[src/source/fd_config.svh]
`ifndef FD_CONFIG_SVH
`define FD_CONFIG_SVH

// bridge word and address
`define FD_DATA_W 64
`define FD_ADDR_W 8

// input data word
`define FD_D_W 16

// servings counters in the restaurant record
`define FD_SER_W 8
// servings asked for by one customer
`define FD_REQ_SER_W 4

`endif

[src/source/fd_pkg.sv]
`include "fd_config.svh"

package fd_pkg;

	typedef enum logic [3:0] {
		No_action = 4'd0,
		Take      = 4'd1,
		Deliver   = 4'd2,
		Order     = 4'd3,
		Cancel    = 4'd4
	} action_e;

	typedef enum logic [3:0] {
		No_Err        = 4'd0,
		No_Food       = 4'd1,
		D_man_busy    = 4'd2,
		No_customers  = 4'd3,
		Res_busy      = 4'd4,
		Wrong_cancel  = 4'd5,
		Wrong_res_ID  = 4'd6,
		Wrong_food_ID = 4'd7
	} err_e;

	typedef enum logic [1:0] {
		No_food = 2'd0,
		FOOD1   = 2'd1,
		FOOD2   = 2'd2,
		FOOD3   = 2'd3
	} food_e;

	typedef enum logic [1:0] {
		None   = 2'd0,
		Normal = 2'd1,
		VIP    = 2'd3
	} ctm_status_e;

	typedef struct packed {
		ctm_status_e              ctm_status;
		logic [`FD_ADDR_W-1:0]    res_id;
		food_e                    food_id;
		logic [`FD_REQ_SER_W-1:0] ser_food;
	} ctm_info_t;

	typedef struct packed {
		food_e                    food_id;
		logic [`FD_REQ_SER_W-1:0] ser_food;
	} food_ser_t;

	// slot1 sits in the upper half
	typedef struct packed {
		ctm_info_t slot1;
		ctm_info_t slot2;
	} dman_info_t;

	typedef struct packed {
		logic [`FD_SER_W-1:0] limit_num_orders;
		logic [`FD_SER_W-1:0] ser_food1;
		logic [`FD_SER_W-1:0] ser_food2;
		logic [`FD_SER_W-1:0] ser_food3;
	} res_info_t;

	typedef struct packed {
		dman_info_t dman;
		res_info_t  res;
	} dram_word_t;

	// one input word, decoded by whichever strobe is high
	typedef union packed {
		struct packed {
			logic [`FD_D_W-5:0] pad;
			action_e            act;
		} d_act;
		struct packed {
			logic [`FD_D_W-`FD_ADDR_W-1:0] pad;
			logic [`FD_ADDR_W-1:0]         id;
		} d_id;
		struct packed {
			logic [`FD_D_W-`FD_ADDR_W-1:0] pad;
			logic [`FD_ADDR_W-1:0]         id;
		} d_res_id;
		ctm_info_t d_ctm_info;
		struct packed {
			logic [`FD_D_W-7:0] pad;
			food_ser_t          fs;
		} d_food_ser;
	} in_data_u;

	typedef enum logic [1:0] {
		DMAN = 2'd0,
		RES  = 2'd1,
		BOTH = 2'd2
	} wr_kind_e;

endpackage

[src/source/fd_order_capture.sv]
`timescale 1ns/1ps
`include "fd_config.svh"

module fd_order_capture import fd_pkg::*; (
	input  logic                  clk,
	input  logic                  rst_n,
	input  logic                  act_valid,
	input  logic                  id_valid,
	input  logic                  res_valid,
	input  logic                  cus_valid,
	input  logic                  food_valid,
	input  in_data_u              d,
	output action_e               action,
	output logic [`FD_ADDR_W-1:0] dman_addr,
	output logic [`FD_ADDR_W-1:0] res_addr,
	output ctm_info_t             cus,
	output food_ser_t             food,
	output logic                  ready
);

	logic [`FD_ADDR_W-1:0] res_id;
	logic                  final_in;

	// ids persist across actions so optional strobes can be skipped
	always_ff @(posedge clk or negedge rst_n) begin
		if (!rst_n) begin
			action    <= No_action;
			dman_addr <= '0;
			res_id    <= '0;
			cus       <= '0;
			food      <= '0;
		end else begin
			if (act_valid)
				action <= d.d_act.act;
			if (id_valid)
				dman_addr <= d.d_id.id;
			if (res_valid)
				res_id <= d.d_res_id.id;
			if (cus_valid)
				cus <= d.d_ctm_info;
			if (food_valid)
				food <= d.d_food_ser.fs;
		end
	end

	// last strobe of each action
	always_comb begin
		case (action)
			Take:            final_in = cus_valid;
			Deliver, Cancel: final_in = id_valid;
			Order:           final_in = food_valid;
			default:         final_in = 1'b0;
		endcase
	end

	always_ff @(posedge clk or negedge rst_n) begin
		if (!rst_n)
			ready <= 1'b0;
		else
			ready <= final_in;
	end

	assign res_addr = (action == Take) ? cus.res_id : res_id;

endmodule

[src/source/fd_ctrl.sv]
`timescale 1ns/1ps
`include "fd_config.svh"

module fd_ctrl import fd_pkg::*; (
	input  logic                  clk,
	input  logic                  rst_n,
	input  logic                  ready,
	input  action_e               action,
	input  logic [`FD_ADDR_W-1:0] dman_addr,
	input  logic [`FD_ADDR_W-1:0] res_addr,
	input  logic                  complete,
	input  dram_word_t            wr_dman_word,
	input  dram_word_t            wr_res_word,
	input  dram_word_t            wr_both_word,
	input  logic                  C_out_valid,
	output logic                  load_dman,
	output logic                  load_res,
	output logic                  exe,
	output logic                  C_in_valid,
	output logic                  C_r_wb,
	output logic [`FD_ADDR_W-1:0] C_addr,
	output dram_word_t            C_data_w,
	output logic                  out_valid
);

	typedef enum logic [3:0] {
		st_idle, st_rd_dman, st_rd_dman_w, st_rd_res, st_rd_res_w, st_exe,
		st_wr_dman, st_wr_dman_w, st_wr_res, st_wr_res_w, st_out
	} state_e;

	state_e   state;
	state_e   state_nxt;
	logic     shared;
	logic     rd_req;
	logic     wr_req;
	wr_kind_e wr_kind;

	// ========================================
	// state machine
	// ========================================
	always_ff @(posedge clk or negedge rst_n) begin
		if (!rst_n)
			state <= st_idle;
		else
			state <= state_nxt;
	end

	// take with one word holding both records
	assign shared = (action == Take) && (dman_addr == res_addr);

	always_comb begin
		state_nxt = state;
		case (state)
			st_idle:
				if (ready)
					state_nxt = (action == Order) ? st_rd_res : st_rd_dman;
			st_rd_dman:   state_nxt = st_rd_dman_w;
			st_rd_dman_w:
				if (C_out_valid)
					state_nxt = (action == Take && !shared) ? st_rd_res : st_exe;
			st_rd_res:    state_nxt = st_rd_res_w;
			st_rd_res_w:
				if (C_out_valid)
					state_nxt = st_exe;
			st_exe:       state_nxt = (action == Order) ? st_wr_res : st_wr_dman;
			// result is registered by now, a failed action writes nothing
			st_wr_dman:   state_nxt = complete ? st_wr_dman_w : st_idle;
			st_wr_dman_w:
				if (C_out_valid)
					state_nxt = (action == Take && !shared) ? st_wr_res : st_out;
			st_wr_res:    state_nxt = complete ? st_wr_res_w : st_idle;
			st_wr_res_w:
				if (C_out_valid)
					state_nxt = st_out;
			st_out:       state_nxt = st_idle;
			default:      state_nxt = st_idle;
		endcase
	end

	// ========================================
	// bridge side
	// ========================================
	assign rd_req = (state == st_rd_dman) || (state == st_rd_res);
	assign wr_req = ((state == st_wr_dman) || (state == st_wr_res)) && complete;

	assign C_in_valid = rd_req || wr_req;
	assign C_r_wb     = rd_req;
	assign C_addr     = (state == st_rd_res || state == st_wr_res) ? res_addr : dman_addr;

	always_comb begin
		if (state == st_wr_res)
			wr_kind = RES;
		else if (shared)
			wr_kind = BOTH;
		else
			wr_kind = DMAN;
	end

	always_comb begin
		case (wr_kind)
			RES:     C_data_w = wr_res_word;
			BOTH:    C_data_w = wr_both_word;
			default: C_data_w = wr_dman_word;
		endcase
	end

	// ========================================
	// strobes to the datapath
	// ========================================
	assign load_dman = (state == st_rd_dman_w) && C_out_valid;
	assign load_res  = ((state == st_rd_res_w) && C_out_valid) || (load_dman && shared);
	assign exe       = (state == st_exe);

	assign out_valid = (state == st_out) ||
		(((state == st_wr_dman) || (state == st_wr_res)) && !complete);

endmodule

[src/source/fd_exec.sv]
`timescale 1ns/1ps
`include "fd_config.svh"

module fd_exec import fd_pkg::*; (
	input  logic                  clk,
	input  logic                  rst_n,
	input  logic                  exe,
	input  action_e               action,
	input  ctm_info_t             cus,
	input  food_ser_t             food,
	input  logic [`FD_ADDR_W-1:0] res_addr,
	input  dman_info_t            dman,
	input  res_info_t             res,
	output dman_info_t            new_dman,
	output res_info_t             new_res,
	output err_e                  err_msg,
	output logic                  complete,
	output logic [`FD_DATA_W-1:0] out_info
);

	logic                  s1_occ;
	logic                  s2_occ;
	logic                  res_hit1;
	logic                  res_hit2;
	logic                  match1;
	logic                  match2;
	logic [`FD_SER_W-1:0]  avail;
	logic [`FD_SER_W+1:0]  booked;
	err_e                  err_nxt;
	logic [`FD_DATA_W-1:0] info_nxt;

	assign s1_occ   = (dman.slot1.ctm_status != None);
	assign s2_occ   = (dman.slot2.ctm_status != None);
	assign res_hit1 = s1_occ && (dman.slot1.res_id == res_addr);
	assign res_hit2 = s2_occ && (dman.slot2.res_id == res_addr);
	assign match1   = res_hit1 && (dman.slot1.food_id == food.food_id);
	assign match2   = res_hit2 && (dman.slot2.food_id == food.food_id);

	// servings already promised, wide enough not to wrap
	assign booked = res.ser_food1 + res.ser_food2 + res.ser_food3;

	always_comb begin
		case (cus.food_id)
			FOOD1:   avail = res.ser_food1;
			FOOD2:   avail = res.ser_food2;
			FOOD3:   avail = res.ser_food3;
			default: avail = '0;
		endcase
	end

	// ========================================
	// business rules
	// ========================================
	always_comb begin
		err_nxt  = No_Err;
		new_dman = dman;
		new_res  = res;
		case (action)
			Take: begin
				if (s1_occ && s2_occ) begin
					err_nxt = D_man_busy;
				end else if (avail < cus.ser_food) begin
					err_nxt = No_Food;
				end else begin
					case (cus.food_id)
						FOOD1:   new_res.ser_food1 = res.ser_food1 - cus.ser_food;
						FOOD2:   new_res.ser_food2 = res.ser_food2 - cus.ser_food;
						FOOD3:   new_res.ser_food3 = res.ser_food3 - cus.ser_food;
						default: new_res = res;
					endcase
					if (!s1_occ) begin
						new_dman.slot1 = cus;
						new_dman.slot2 = '0;
					end else if (dman.slot1.ctm_status != VIP && cus.ctm_status == VIP) begin
						// vip jumps ahead of a normal customer
						new_dman.slot1 = cus;
						new_dman.slot2 = dman.slot1;
					end else begin
						new_dman.slot2 = cus;
					end
				end
			end
			Deliver: begin
				if (!s1_occ && !s2_occ) begin
					err_nxt = No_customers;
				end else begin
					new_dman.slot1 = dman.slot2;
					new_dman.slot2 = '0;
				end
			end
			Order: begin
				if (res.limit_num_orders < booked + food.ser_food) begin
					err_nxt = Res_busy;
				end else begin
					case (food.food_id)
						FOOD1:   new_res.ser_food1 = res.ser_food1 + food.ser_food;
						FOOD2:   new_res.ser_food2 = res.ser_food2 + food.ser_food;
						FOOD3:   new_res.ser_food3 = res.ser_food3 + food.ser_food;
						default: new_res = res;
					endcase
				end
			end
			Cancel: begin
				if (!s1_occ) begin
					err_nxt = Wrong_cancel;
				end else if (!res_hit1 && !res_hit2) begin
					err_nxt = Wrong_res_ID;
				end else if (!match1 && !match2) begin
					err_nxt = Wrong_food_ID;
				end else begin
					// compact toward slot1
					new_dman.slot1 = match1 ? (match2 ? '0 : dman.slot2) : dman.slot1;
					new_dman.slot2 = '0;
				end
			end
			default: err_nxt = No_Err;
		endcase
	end

	always_comb begin
		case (action)
			Take:            info_nxt = {new_dman, new_res};
			Order:           info_nxt = {{$bits(dman_info_t){1'b0}}, new_res};
			Deliver, Cancel: info_nxt = {new_dman, {$bits(res_info_t){1'b0}}};
			default:         info_nxt = '0;
		endcase
		if (err_nxt != No_Err)
			info_nxt = '0;
	end

	// ========================================
	// result registers
	// ========================================
	always_ff @(posedge clk or negedge rst_n) begin
		if (!rst_n) begin
			err_msg  <= No_Err;
			complete <= 1'b0;
			out_info <= '0;
		end else if (exe) begin
			err_msg  <= err_nxt;
			complete <= (err_nxt == No_Err) && (action != No_action);
			out_info <= info_nxt;
		end
	end

endmodule

[src/source/fd_record_store.sv]
`timescale 1ns/1ps
`include "fd_config.svh"

module fd_record_store import fd_pkg::*; (
	input  logic       clk,
	input  logic       rst_n,
	input  logic       load_dman,
	input  logic       load_res,
	input  logic       exe,
	input  dram_word_t C_data_r,
	input  dman_info_t new_dman,
	input  res_info_t  new_res,
	output dman_info_t dman,
	output res_info_t  res,
	output dram_word_t wr_dman_word,
	output dram_word_t wr_res_word,
	output dram_word_t wr_both_word
);

	dram_word_t dman_word;
	dram_word_t res_word;

	// whole words kept so the other half goes back untouched
	always_ff @(posedge clk or negedge rst_n) begin
		if (!rst_n) begin
			dman_word <= '0;
			res_word  <= '0;
		end else begin
			if (load_dman)
				dman_word <= C_data_r;
			else if (exe)
				dman_word.dman <= new_dman;
			if (load_res)
				res_word <= C_data_r;
			else if (exe)
				res_word.res <= new_res;
		end
	end

	assign dman = dman_word.dman;
	assign res  = res_word.res;

	assign wr_dman_word = dman_word;
	assign wr_res_word  = res_word;
	// shared address, both updated halves in one word
	assign wr_both_word = {dman_word.dman, res_word.res};

endmodule

[src/source/fd_top.sv]
`timescale 1ns/1ps
`include "fd_config.svh"

module fd_top (
	input  logic                  clk,
	input  logic                  rst_n,
	input  logic                  act_valid,
	input  logic                  id_valid,
	input  logic                  res_valid,
	input  logic                  cus_valid,
	input  logic                  food_valid,
	input  fd_pkg::in_data_u      d,
	input  logic                  C_out_valid,
	input  fd_pkg::dram_word_t    C_data_r,
	output logic                  C_in_valid,
	output logic                  C_r_wb,
	output logic [`FD_ADDR_W-1:0] C_addr,
	output fd_pkg::dram_word_t    C_data_w,
	output logic                  out_valid,
	output fd_pkg::err_e          err_msg,
	output logic                  complete,
	output logic [`FD_DATA_W-1:0] out_info
);

	fd_pkg::action_e       action;
	logic [`FD_ADDR_W-1:0] dman_addr;
	logic [`FD_ADDR_W-1:0] res_addr;
	fd_pkg::ctm_info_t     cus;
	fd_pkg::food_ser_t     food;
	logic                  ready;
	logic                  load_dman;
	logic                  load_res;
	logic                  exe;
	fd_pkg::dman_info_t    dman;
	fd_pkg::res_info_t     res;
	fd_pkg::dman_info_t    new_dman;
	fd_pkg::res_info_t     new_res;
	fd_pkg::dram_word_t    wr_dman_word;
	fd_pkg::dram_word_t    wr_res_word;
	fd_pkg::dram_word_t    wr_both_word;

	fd_order_capture capture_i (
		.clk        (clk),
		.rst_n      (rst_n),
		.act_valid  (act_valid),
		.id_valid   (id_valid),
		.res_valid  (res_valid),
		.cus_valid  (cus_valid),
		.food_valid (food_valid),
		.d          (d),
		.action     (action),
		.dman_addr  (dman_addr),
		.res_addr   (res_addr),
		.cus        (cus),
		.food       (food),
		.ready      (ready)
	);

	fd_ctrl ctrl_i (
		.clk          (clk),
		.rst_n        (rst_n),
		.ready        (ready),
		.action       (action),
		.dman_addr    (dman_addr),
		.res_addr     (res_addr),
		.complete     (complete),
		.wr_dman_word (wr_dman_word),
		.wr_res_word  (wr_res_word),
		.wr_both_word (wr_both_word),
		.C_out_valid  (C_out_valid),
		.load_dman    (load_dman),
		.load_res     (load_res),
		.exe          (exe),
		.C_in_valid   (C_in_valid),
		.C_r_wb       (C_r_wb),
		.C_addr       (C_addr),
		.C_data_w     (C_data_w),
		.out_valid    (out_valid)
	);

	fd_exec exec_i (
		.clk      (clk),
		.rst_n    (rst_n),
		.exe      (exe),
		.action   (action),
		.cus      (cus),
		.food     (food),
		.res_addr (res_addr),
		.dman     (dman),
		.res      (res),
		.new_dman (new_dman),
		.new_res  (new_res),
		.err_msg  (err_msg),
		.complete (complete),
		.out_info (out_info)
	);

	fd_record_store store_i (
		.clk          (clk),
		.rst_n        (rst_n),
		.load_dman    (load_dman),
		.load_res     (load_res),
		.exe          (exe),
		.C_data_r     (C_data_r),
		.new_dman     (new_dman),
		.new_res      (new_res),
		.dman         (dman),
		.res          (res),
		.wr_dman_word (wr_dman_word),
		.wr_res_word  (wr_res_word),
		.wr_both_word (wr_both_word)
	);

endmodule

[config.mk]
export PLATFORM = sky130hd
export DESIGN_NAME = fd_top
export DESIGN_NICKNAME = d
export VERILOG_FILES = /design/src/source/fd_pkg.sv /design/src/source/fd_order_capture.sv /design/src/source/fd_ctrl.sv /design/src/source/fd_exec.sv /design/src/source/fd_record_store.sv /design/src/source/fd_top.sv
export VERILOG_INCLUDE_DIRS = /design/src /design/src/source
export SDC_FILE = /design/constraint.sdc
export NUM_CORES = 1
export LEC_CHECK = 0
export BUFFER_PORTS_ARGS = -buffer_cell sky130_fd_sc_hd__buf_2
export CAP_MARGIN = 20
export CELL_PAD_IN_SITES_DETAIL_PLACEMENT = 0
export CELL_PAD_IN_SITES_GLOBAL_PLACEMENT = 1
export CORE_MARGIN = 2
export CORE_UTILIZATION = 46
export DETAILED_ROUTE_END_ITERATION = 8
export GPL_ROUTABILITY_DRIVEN = 1
export PLACE_DENSITY_LB_ADDON = 0.1
export SYNTH_ARGS = -nofsm -noshare
export SYNTH_HDL_FRONTEND = slang
export SYNTH_HIERARCHICAL = 1
export SYNTH_SLANG_ARGS = --single-unit
export TNS_END_PERCENT = 20
[constraint.sdc]
create_clock -name clk -period 5.6 [get_ports clk]
set_input_delay 0.56 -clock clk [delete_from_list [all_inputs] [get_ports clk]]
set_output_delay 0.56 -clock clk [all_outputs]
set_load 0.05 [all_outputs]
### Word-level counts from Yosys, hierarchy flattened

Index checks and enable logic that the tools add are counted.

| storage, ports and cells | value |
|---|---|
| flip-flop bits (word level) | 244 |
| word-level logic and storage cells | 179 |
| input bits | 88 |
| output and inout bits | 144 |

| operators by class | value |
|---|---|
| $add $sub $neg | 9 |
| mux-type cells | 55 |
| reduce and logical (&&, ||, !) cells | 41 |
| magnitude comparators | 2 |
| equal/unequal tests | 34 |

Operators by type and width:

| operator | number |
|---|---|
| 32-bit two-way mux | 11 |
| 64-bit case mux with 3 select lines | 1 |
| 64-bit case mux with 2 select lines | 1 |
| 32-bit case mux with 3 select lines | 1 |
| 24-bit two-way mux | 3 |
| 16-bit two-way mux | 4 |
| 64-bit two-way mux | 1 |
| 8-bit two-way mux | 8 |
| 24-bit case mux with 2 select lines | 1 |
| 4-bit two-way mux | 10 |
| 4-bit case mux with 10 select lines | 1 |
| 8-bit by 4-bit adder with 8-bit output | 3 |
| 8-bit == test | 3 |
| 8-bit case mux with 3 select lines | 1 |
| 8-bit by 4-bit subtractor with 8-bit output | 3 |
| 4-bit by 3-bit == test with 1-bit output (second input constant) | 5 |
| 1-bit logical AND | 17 |
| 4-bit by 2-bit == test with 1-bit output (second input constant) | 4 |
| 4-bit case mux with 4 select lines | 1 |
| 2-bit == test (second input constant) | 6 |
| 4-bit == test (second input constant) | 3 |
| 3-bit two-way mux | 4 |
| 2-bit inequality test (second input constant) | 6 |
| 10-bit by 4-bit adder with 10-bit output | 1 |
| 17 further kinds | 42 |

### Longest topological paths before layout

Gate-level depths: netlist of run 1.

| logic depth | value |
|---|---|
| word-level depth | 13 |
| mapped depth | 24 |
| gate-level depth less buffers | 23 |

### Cells and area by module

Netlist of run 1, hierarchy kept.

By module, submodules not included:

| module | seq. area each (sq um) | times used | cells an instance | area each (sq um) |
|---|---|---|---|---|
| fd_exec | 1701.6 | 1 | 763 | 6729.0 |
| fd_record_store | 3203.1 | 1 | 541 | 6353.6 |
| fd_ctrl | 100.1 | 1 | 302 | 1971.9 |
| fd_order_capture | 1076.0 | 1 | 105 | 1730.4 |

### Worst setup path before layout of run 1

Ideal clock, no wire load.

| path | value |
|---|---|
| path type | register -> register |
| from | register capture_i/food[1] (netlist name) |
| to | register store_i/res[16] (netlist name) |
| stages on the path, launching flop included | 24 |
| required time | 5.477 ns |
| clock period less this slack | 4.912 ns |
| arrival time | 4.788 ns |
| setup time | 0.123 ns |
| path slack | 0.688 ns |
| buffers on the path | 0 |
| cell sequence | dfrtp_1 -> inv_1 -> fa_1 -> inv_1 -> fa_1 -> ha_1 -> inv_1 -> fa_1 -> nor2b_1 -> o31ai_1 -> nand2b_1 -> a21oi_1 -> xnor2_1 -> ha_1 -> a211oi_1 -> nand3_1 -> a21oi_1 -> nor3b_1 -> nand3b_1 -> mux2_2 -> a21oi_1 -> o21ai_0 -> mux2i_1 -> o21ai_1 |

==> results of run 1 <==
path summary, 6_finish.rpt:
path                                                 end  slack, ns  cells after the start
worst max-delay path                      store_i/res[8]       0.46                     22
worst min-delay path            store_i/wr_dman_word[23]      -0.03                      1
worst max register to register            store_i/res[8]       0.46                     22
worst min register to register       exec_i/out_info[57]       0.49                      1
max in group asynchronous                store_i/dman[7]       4.18                      2
min in group clk                          store_i/res[7]       0.21                      3
Yosys cell counts (4+ instances only):
master       n  area, sq um
a211oi_1     5         37.5
a21o_1      22          165
a21oi_1     53          265
a22o_1      40          350
a31oi_1      6         37.5
buf_1        4         15.0
buf_2       31          155
buf_4      150         1130
buf_6       10          113
buf_8        6         90.1
clkbuf_1    30          113
dfrtp_1    243         6080
fa_1        18          360
ha_1        47          588
inv_1       64          240
mux2_1       9          101
mux2_2     122         1370
mux2i_1    159         1590
nand2_1    205          769
nand2b_1     7         43.8
nand3_1     23          115
nor2_1      48          180
nor2b_1      6         37.5
nor3_1       7         35.0
nor3b_1      6         45.0
nor4_1      11         68.8
o21a_1       7         52.6
o21ai_0     45          225
o21ai_1    121          606
o22ai_1      8         50.1
o2bb2ai_1   44          385
o31a_1       4         35.0
o31ai_1      4         30.0
xnor2_1     26          228
xor2_1      43          377
routing by layer:
layer  GRT usage  routed length, um  vias to the layer above
met5           0                  0                        -
met4      0.0794               1610                        0
met3      0.0314               1760                       82
met2       0.469              25600                      312
met1       0.340              22000                     6351
li1            -                  -                     6063
critical path, delay by kind of cell (launching register included):
family / cells / cell delay (ns)
AO/OA/AOI/OAI: 7 / 0.82
multiplexers: 2 / 0.53
flip-flops: 1 / 0.34
XOR/XNOR: 1 / 0.14
adder cells (fa/ha/maj): 5 / 1.99
buffers and inverters: 3 / 0.20
AND/OR/NAND/NOR: 4 / 1.00
logic make-up (layout without fill, tap and decap cells):
kind of cell,Yosys count,count (layout),synth area share
buffers and inverters,297,383,0.111
AO/OA/AOI/OAI,394,394,0.154
other,1,1,0.000223
flip-flops,243,243,0.362
adder cells (fa/ha/maj),65,65,0.0565
multiplexers,290,290,0.183
XOR/XNOR,69,69,0.0360
AND/OR/NAND/NOR,352,352,0.0980
sequential cells by signal, summed over array words and instances, names as in the netlist, 6 cells and up:
| signal | count |
|---|---|
| capture_i/res_id | 8 |
| capture_i/cus | 16 |
| capture_i/food | 6 |
| store_i/wr_res_word | 32 |
| store_i/wr_dman_word | 32 |
| capture_i/dman_addr | 8 |
| exec_i/out_info | 64 |
| store_i/dman | 32 |
| store_i/res | 32 |
final cells by class:
| class | instances | area share |
|---|---|---|
| Sequential cell | 243 | 0.334 |
| Clock buffer | 44 | 0.0474 |
| Tap cell | 461 | 0.0317 |
| Multi-Input combinational cell | 1171 | 0.489 |
| Inverter | 66 | 0.0136 |
| Timing Repair Buffer | 267 | 0.0799 |
| Clock inverter | 6 | 0.00412 |
through the flow:
step | std cells | utilization
2_1_floorplan | 1711 | -
3_3_place_gp | 2207 | 0.482
3_5_place_dp | 2207 | 0.482
4_1_cts | 2257 | 0.509
5_1_grt | 2258 | 0.509
6_report | 2258 | 0.509
repair_timing:
action / in CTS / in global routing
buffers inserted: 0 / 0
resized for setup: 0 / 3
endpoints found under the setup margin: 0 / 2
==> impl_metrics.env, run 1 <==
export IMPL_finalSetupTns_ns=0
export IMPL_start_util=0.470
export IMPL_slowest_delay_ns=0.53
export IMPL_n_fill_cell=3402
export IMPL_synthFlopType="dfrtp_1"
export IMPL_drtPass1Iterations=5
export IMPL_final_max_slew_viol_count=0
export IMPL_layout_commonest_cell="dfrtp_1"
export IMPL_finalCritPeriodShare=0.919
export IMPL_arrival_ns=5.61
export IMPL_layout_common_cells="dfrtp_1, buf_2, nand2_1"
export IMPL_die_h_um=195
export IMPL_final_nets=1931
export IMPL_fmax_mhz=194
export IMPL_port_buffers=230
export IMPL_ios=232
export IMPL_status="finished, violations left"
export IMPL_die_x_um=195
export IMPL_multiInputGateArea_sq_um=8910
export IMPL_grt_use_total=0.265
export IMPL_cap_violations=0
export IMPL_setup_slack_ns=0.455
export IMPL_hold_viol=11
export IMPL_synthDistinctLibCells=82
export IMPL_clk_latency_ns=0.58
export IMPL_grt_max_degree=94
export IMPL_required_ns=6.06
export IMPL_drc=0
export IMPL_ys_ff_latch=243
export IMPL_cts_sinks=243
export IMPL_syn_inst=1711
export IMPL_cts_hold_buffers=0
export IMPL_worst_setup_path_type="reg -> reg"
export IMPL_fin_crit_ns=5.14
export IMPL_hpwlAfterDp_mm=37.7
export IMPL_die_area_sq_um=38000
export IMPL_clock_path_buffers=3
export IMPL_synth_edff_count=0
export IMPL_cts_tree="built"
export IMPL_reg2reg_from="capture_i/food[1]"
export IMPL_gp_congestion=0.906
export IMPL_synth_async_reset_ratio=1.00
export IMPL_holdWs_ns=-0.0320
export IMPL_post_place_ws_ns=0.409
export IMPL_core_area_sq_um=35700
export IMPL_violations="negative hold slack"
export IMPL_std_cell_rows=69
export IMPL_ys_seq_area_frac=0.362
export IMPL_antenna_cells=0
export IMPL_yosysWarnings=6
export IMPL_synth_fp_nets=1864
export IMPL_crit_chain="inv_1, fa_1, inv_1, fa_1, ha_1, inv_1, fa_1, nor2b_1, o31ai_2, nand2b_1, a21oi_1, xnor2_1, ha_1, o21a_1, o21ai_0, nor2_1, and3_1, mux2_2, a21oi_1, o21ai_0, mux2i_1, o21ai_1"
export IMPL_relSlewSlack=0.292
export IMPL_synth_area_sq_um=16800
export IMPL_num_vias=12800
export IMPL_antenna_found_initial=0
export IMPL_final_antenna_net_count=0
export IMPL_syn2layout_area_growth_pct=8.45
export IMPL_cts_buffers=29
export IMPL_critPathLaunchType="flip-flop"
export IMPL_grt_pass1_wl_mm=78.2
export IMPL_fin_area_sq_um=18200
export IMPL_overflow=0
export IMPL_cts_htree_levels=1
export IMPL_slowest_stage="fa_1"
export IMPL_syn_avg_cell_area_sq_um=9.81
export IMPL_startpoint="capture_i/food[1]"
export IMPL_crit_path_max_fanout=5
export IMPL_endpoint_kind="flip-flop"
export IMPL_finalSetupViolations=0
export IMPL_routed_wl_mm=50.9
export IMPL_skew_ns=0.0122
export IMPL_cts_root_buf="clkbuf_16"
export IMPL_vias_per_cell=5.67
export IMPL_worstMarginPinSlew_ns=1.06
export IMPL_cts_clk_slew_worst_paths_ns=0.07
export IMPL_drt_iter0_drc=645
export IMPL_area_sequential_sq_um=6080
export IMPL_rsz0062_at_grt="no"
export IMPL_first_global_vias=13000
export IMPL_drive_above_1_share=0.260
export IMPL_post_dp_cell_area_sq_um=17200
export IMPL_routedWlPerCell_um=22.5
export IMPL_hold_path_class="in -> async"
Power of run 1 is not shown: default switching activity piles up to over one toggle a cycle in this logic, so the estimate is an artifact.
==> run 2, diff against run 1 <==
--- a/config.mk
+++ b/config.mk
@@ -8,10 +8,10 @@
 export LEC_CHECK = 0
 export BUFFER_PORTS_ARGS = -buffer_cell sky130_fd_sc_hd__buf_2
 export CAP_MARGIN = 20
-export CELL_PAD_IN_SITES_DETAIL_PLACEMENT = 0
-export CELL_PAD_IN_SITES_GLOBAL_PLACEMENT = 1
+export CELL_PAD_IN_SITES_DETAIL_PLACEMENT = 1
+export CELL_PAD_IN_SITES_GLOBAL_PLACEMENT = 2
 export CORE_MARGIN = 2
-export CORE_UTILIZATION = 46
+export CORE_UTILIZATION = 37
 export DETAILED_ROUTE_END_ITERATION = 8
 export GPL_ROUTABILITY_DRIVEN = 1
 export PLACE_DENSITY_LB_ADDON = 0.1
==> impl_metrics.env, run 2 (synthesis gave the netlist of run 1 again) <==
export IMPL_fin_crit_ns=5.21
export IMPL_hold_path_class="in -> reg"
export IMPL_vias_per_cell=5.39
export IMPL_port_buffers=230
export IMPL_p_leak_nw=8.75
export IMPL_gp_congestion=0.900
export IMPL_reg2regPathDepth=22
export IMPL_path_depth=22
export IMPL_finalSetupTns_ns=0
export IMPL_arrival_ns=5.67
export IMPL_path_delay_family="adder cells"
export IMPL_cts_root_buf="clkbuf_16"
export IMPL_endpoint="store_i/res[16]"
export IMPL_first_global_vias=13700
export IMPL_grt_pass1_wl_mm=86.4
export IMPL_antenna_found_initial=1
export IMPL_relSlewSlack=0.245
export IMPL_drive_above_1_share=0.262
export IMPL_start_util=0.372
export IMPL_slowest_delay_ns=0.54
export IMPL_area_sequential_sq_um=6080
export IMPL_final_max_slew_viol_count=0
export IMPL_layout_common_cells="dfrtp_1, buf_2, nand2_1"
export IMPL_hold_viol=0
export IMPL_postCtsResizedCells=0
export IMPL_die_x_um=217
export IMPL_final_nets=1936
export IMPL_r2r_end="store_i/res[16]"
export IMPL_status="completed"
export IMPL_std_cell_rows=78
export IMPL_clk_latency_ns=0.60
export IMPL_fmax_mhz=192
export IMPL_r2r_setup_slack_ns=0.39
export IMPL_final_antenna_net_count=0
export IMPL_power_density_nw_per_um2=749
export IMPL_reg2reg_from="capture_i/food[1]"
export IMPL_die_area_sq_um=47100
export IMPL_n_fill_cell=5188
export IMPL_cap_violations=0
export IMPL_grt_use_total=0.241
export IMPL_cts_buffers=31
export IMPL_startpoint="capture_i/food[1]"
export IMPL_cts_tree="built"
export IMPL_ios=232
export IMPL_holdWs_ns=0.199
export IMPL_required_ns=6.07
export IMPL_drtPass1Iterations=5
export IMPL_cts_clk_slew_worst_paths_ns=0.06
export IMPL_critPathLaunchType="flip-flop"
export IMPL_path_buf_inv=3
export IMPL_num_vias=13000
export IMPL_overflow=0
export IMPL_skew_ns=0.0155
export IMPL_rsz0062_at_grt="no"
export IMPL_finalSetupViolations=0
export IMPL_syn2layout_area_growth_pct=10.2
export IMPL_crit_chain="inv_1, fa_1, inv_1, fa_1, ha_1, inv_1, fa_1, nor2b_1, o31ai_1, nand2b_1, a21oi_1, xnor2_1, ha_1, o21a_1, o21ai_0, nor3b_1, nand3b_1, mux2_2, a21oi_1, o21ai_0, mux2i_1, o21ai_1"
export IMPL_finalCritPeriodShare=0.930
export IMPL_die_h_um=217
export IMPL_hpwlAfterDp_mm=42.6
export IMPL_regMostFlops="exec_i/out_info"
export IMPL_cts_htree_levels=1
export IMPL_crit_path_max_fanout=5
export IMPL_power_total_mw=13.8
export IMPL_core_area_sq_um=45100
export IMPL_multiInputGateArea_sq_um=8890
export IMPL_layout_commonest_cell="dfrtp_1"
export IMPL_endpoint_kind="flip-flop"
export IMPL_clock_path_buffers=3
export IMPL_holdPathStages=3
export IMPL_ir_drop_mv=0.412
export IMPL_cts_setup_buffers=0
export IMPL_grt_max_degree=120
export IMPL_worstMarginPinSlew_ns=1.13
export IMPL_worst_setup_path_type="reg -> reg"
export IMPL_routedWlPerCell_um=23.6
export IMPL_drc=0
export IMPL_drt_iter0_drc=601
export IMPL_largest_reg_flops=64
export IMPL_slowest_stage="fa_1"
export IMPL_cts_sinks=243
export IMPL_routed_wl_mm=56.9
-- run 2: final cells by class --
cell class | instances | share of cell area
diodes | 1 | 0.000135
flip-flops and latches | 243 | 0.329
clock inverters | 10 | 0.00636
multi-input cells | 1171 | 0.481
well taps | 600 | 0.0406
inverters | 66 | 0.0135
repair buffers | 270 | 0.0807
clock buffers | 45 | 0.0491
-- run 2: timing repair --
item | 4_1_cts | 5_1_grt
endpoints found under the setup margin | 0 | 0
hold buffers | 1 | 0
hold endpoints to repair | 30 | 0
-- run 2: worst min path at each step --
stage,start,to
finish,C_data_r[57],store_i/dman[25]
global route,d[12],capture_i/cus[12]
CTS,d[12],capture_i/cus[12]
detailed placement,exec_i/out_info[50],exec_i/out_info[50]
global placement,exec_i/out_info[62],exec_i/out_info[62]
floorplan,rst_n,capture_i/action[0]
-- run 2: through the flow --
step,std cells,worst slack (ns),instance area (sq um),utilization
floorplan,1711,0.688,16800,-
global placement,2348,0.476,17400,0.387
detailed placement,2348,0.388,17400,0.387
CTS,2404,0.383,18500,0.410
global route,2406,0.00971,18500,0.410
finish,2406,0.395,18500,0.410
-- run 2: routing by layer --
metal | GRT usage | up-vias | routed length, um | share of wire
met5 | 0 | - | 0 | 0
met4 | 0.0872 | 0 | 2170 | 0.038
met3 | 0.0306 | 87 | 1810 | 0.032
met2 | 0.425 | 228 | 28800 | 0.51
met1 | 0.301 | 6574 | 24100 | 0.42
li1 | - | 6069 | - | -
-- run 2: worst register-to-register path: stages, from the launching register on --
cell,delay [ns]
dfrtp_1,0.36
inv_1,0.09
fa_1,0.54
inv_1,0.05
fa_1,0.53
ha_1,0.21
inv_1,0.08
fa_1,0.46
nor2b_1,0.16
o31ai_1,0.11
nand2b_1,0.09
a21oi_1,0.07
xnor2_1,0.14
ha_1,0.29
o21a_1,0.11
o21ai_0,0.11
nor3b_1,0.40
nand3b_1,0.36
mux2_2,0.38
a21oi_1,0.19
o21ai_0,0.10
mux2i_1,0.17
o21ai_1,0.08
-- run 2: power breakdown --
part	internal (mW)	leakage, nW	switching, mW
Combinational	2.98	5.20	5.45
Clock	1.21	0.508	0.820
Sequential	2.48	3.04	0.907
Power figures use the tool's default switching activity.
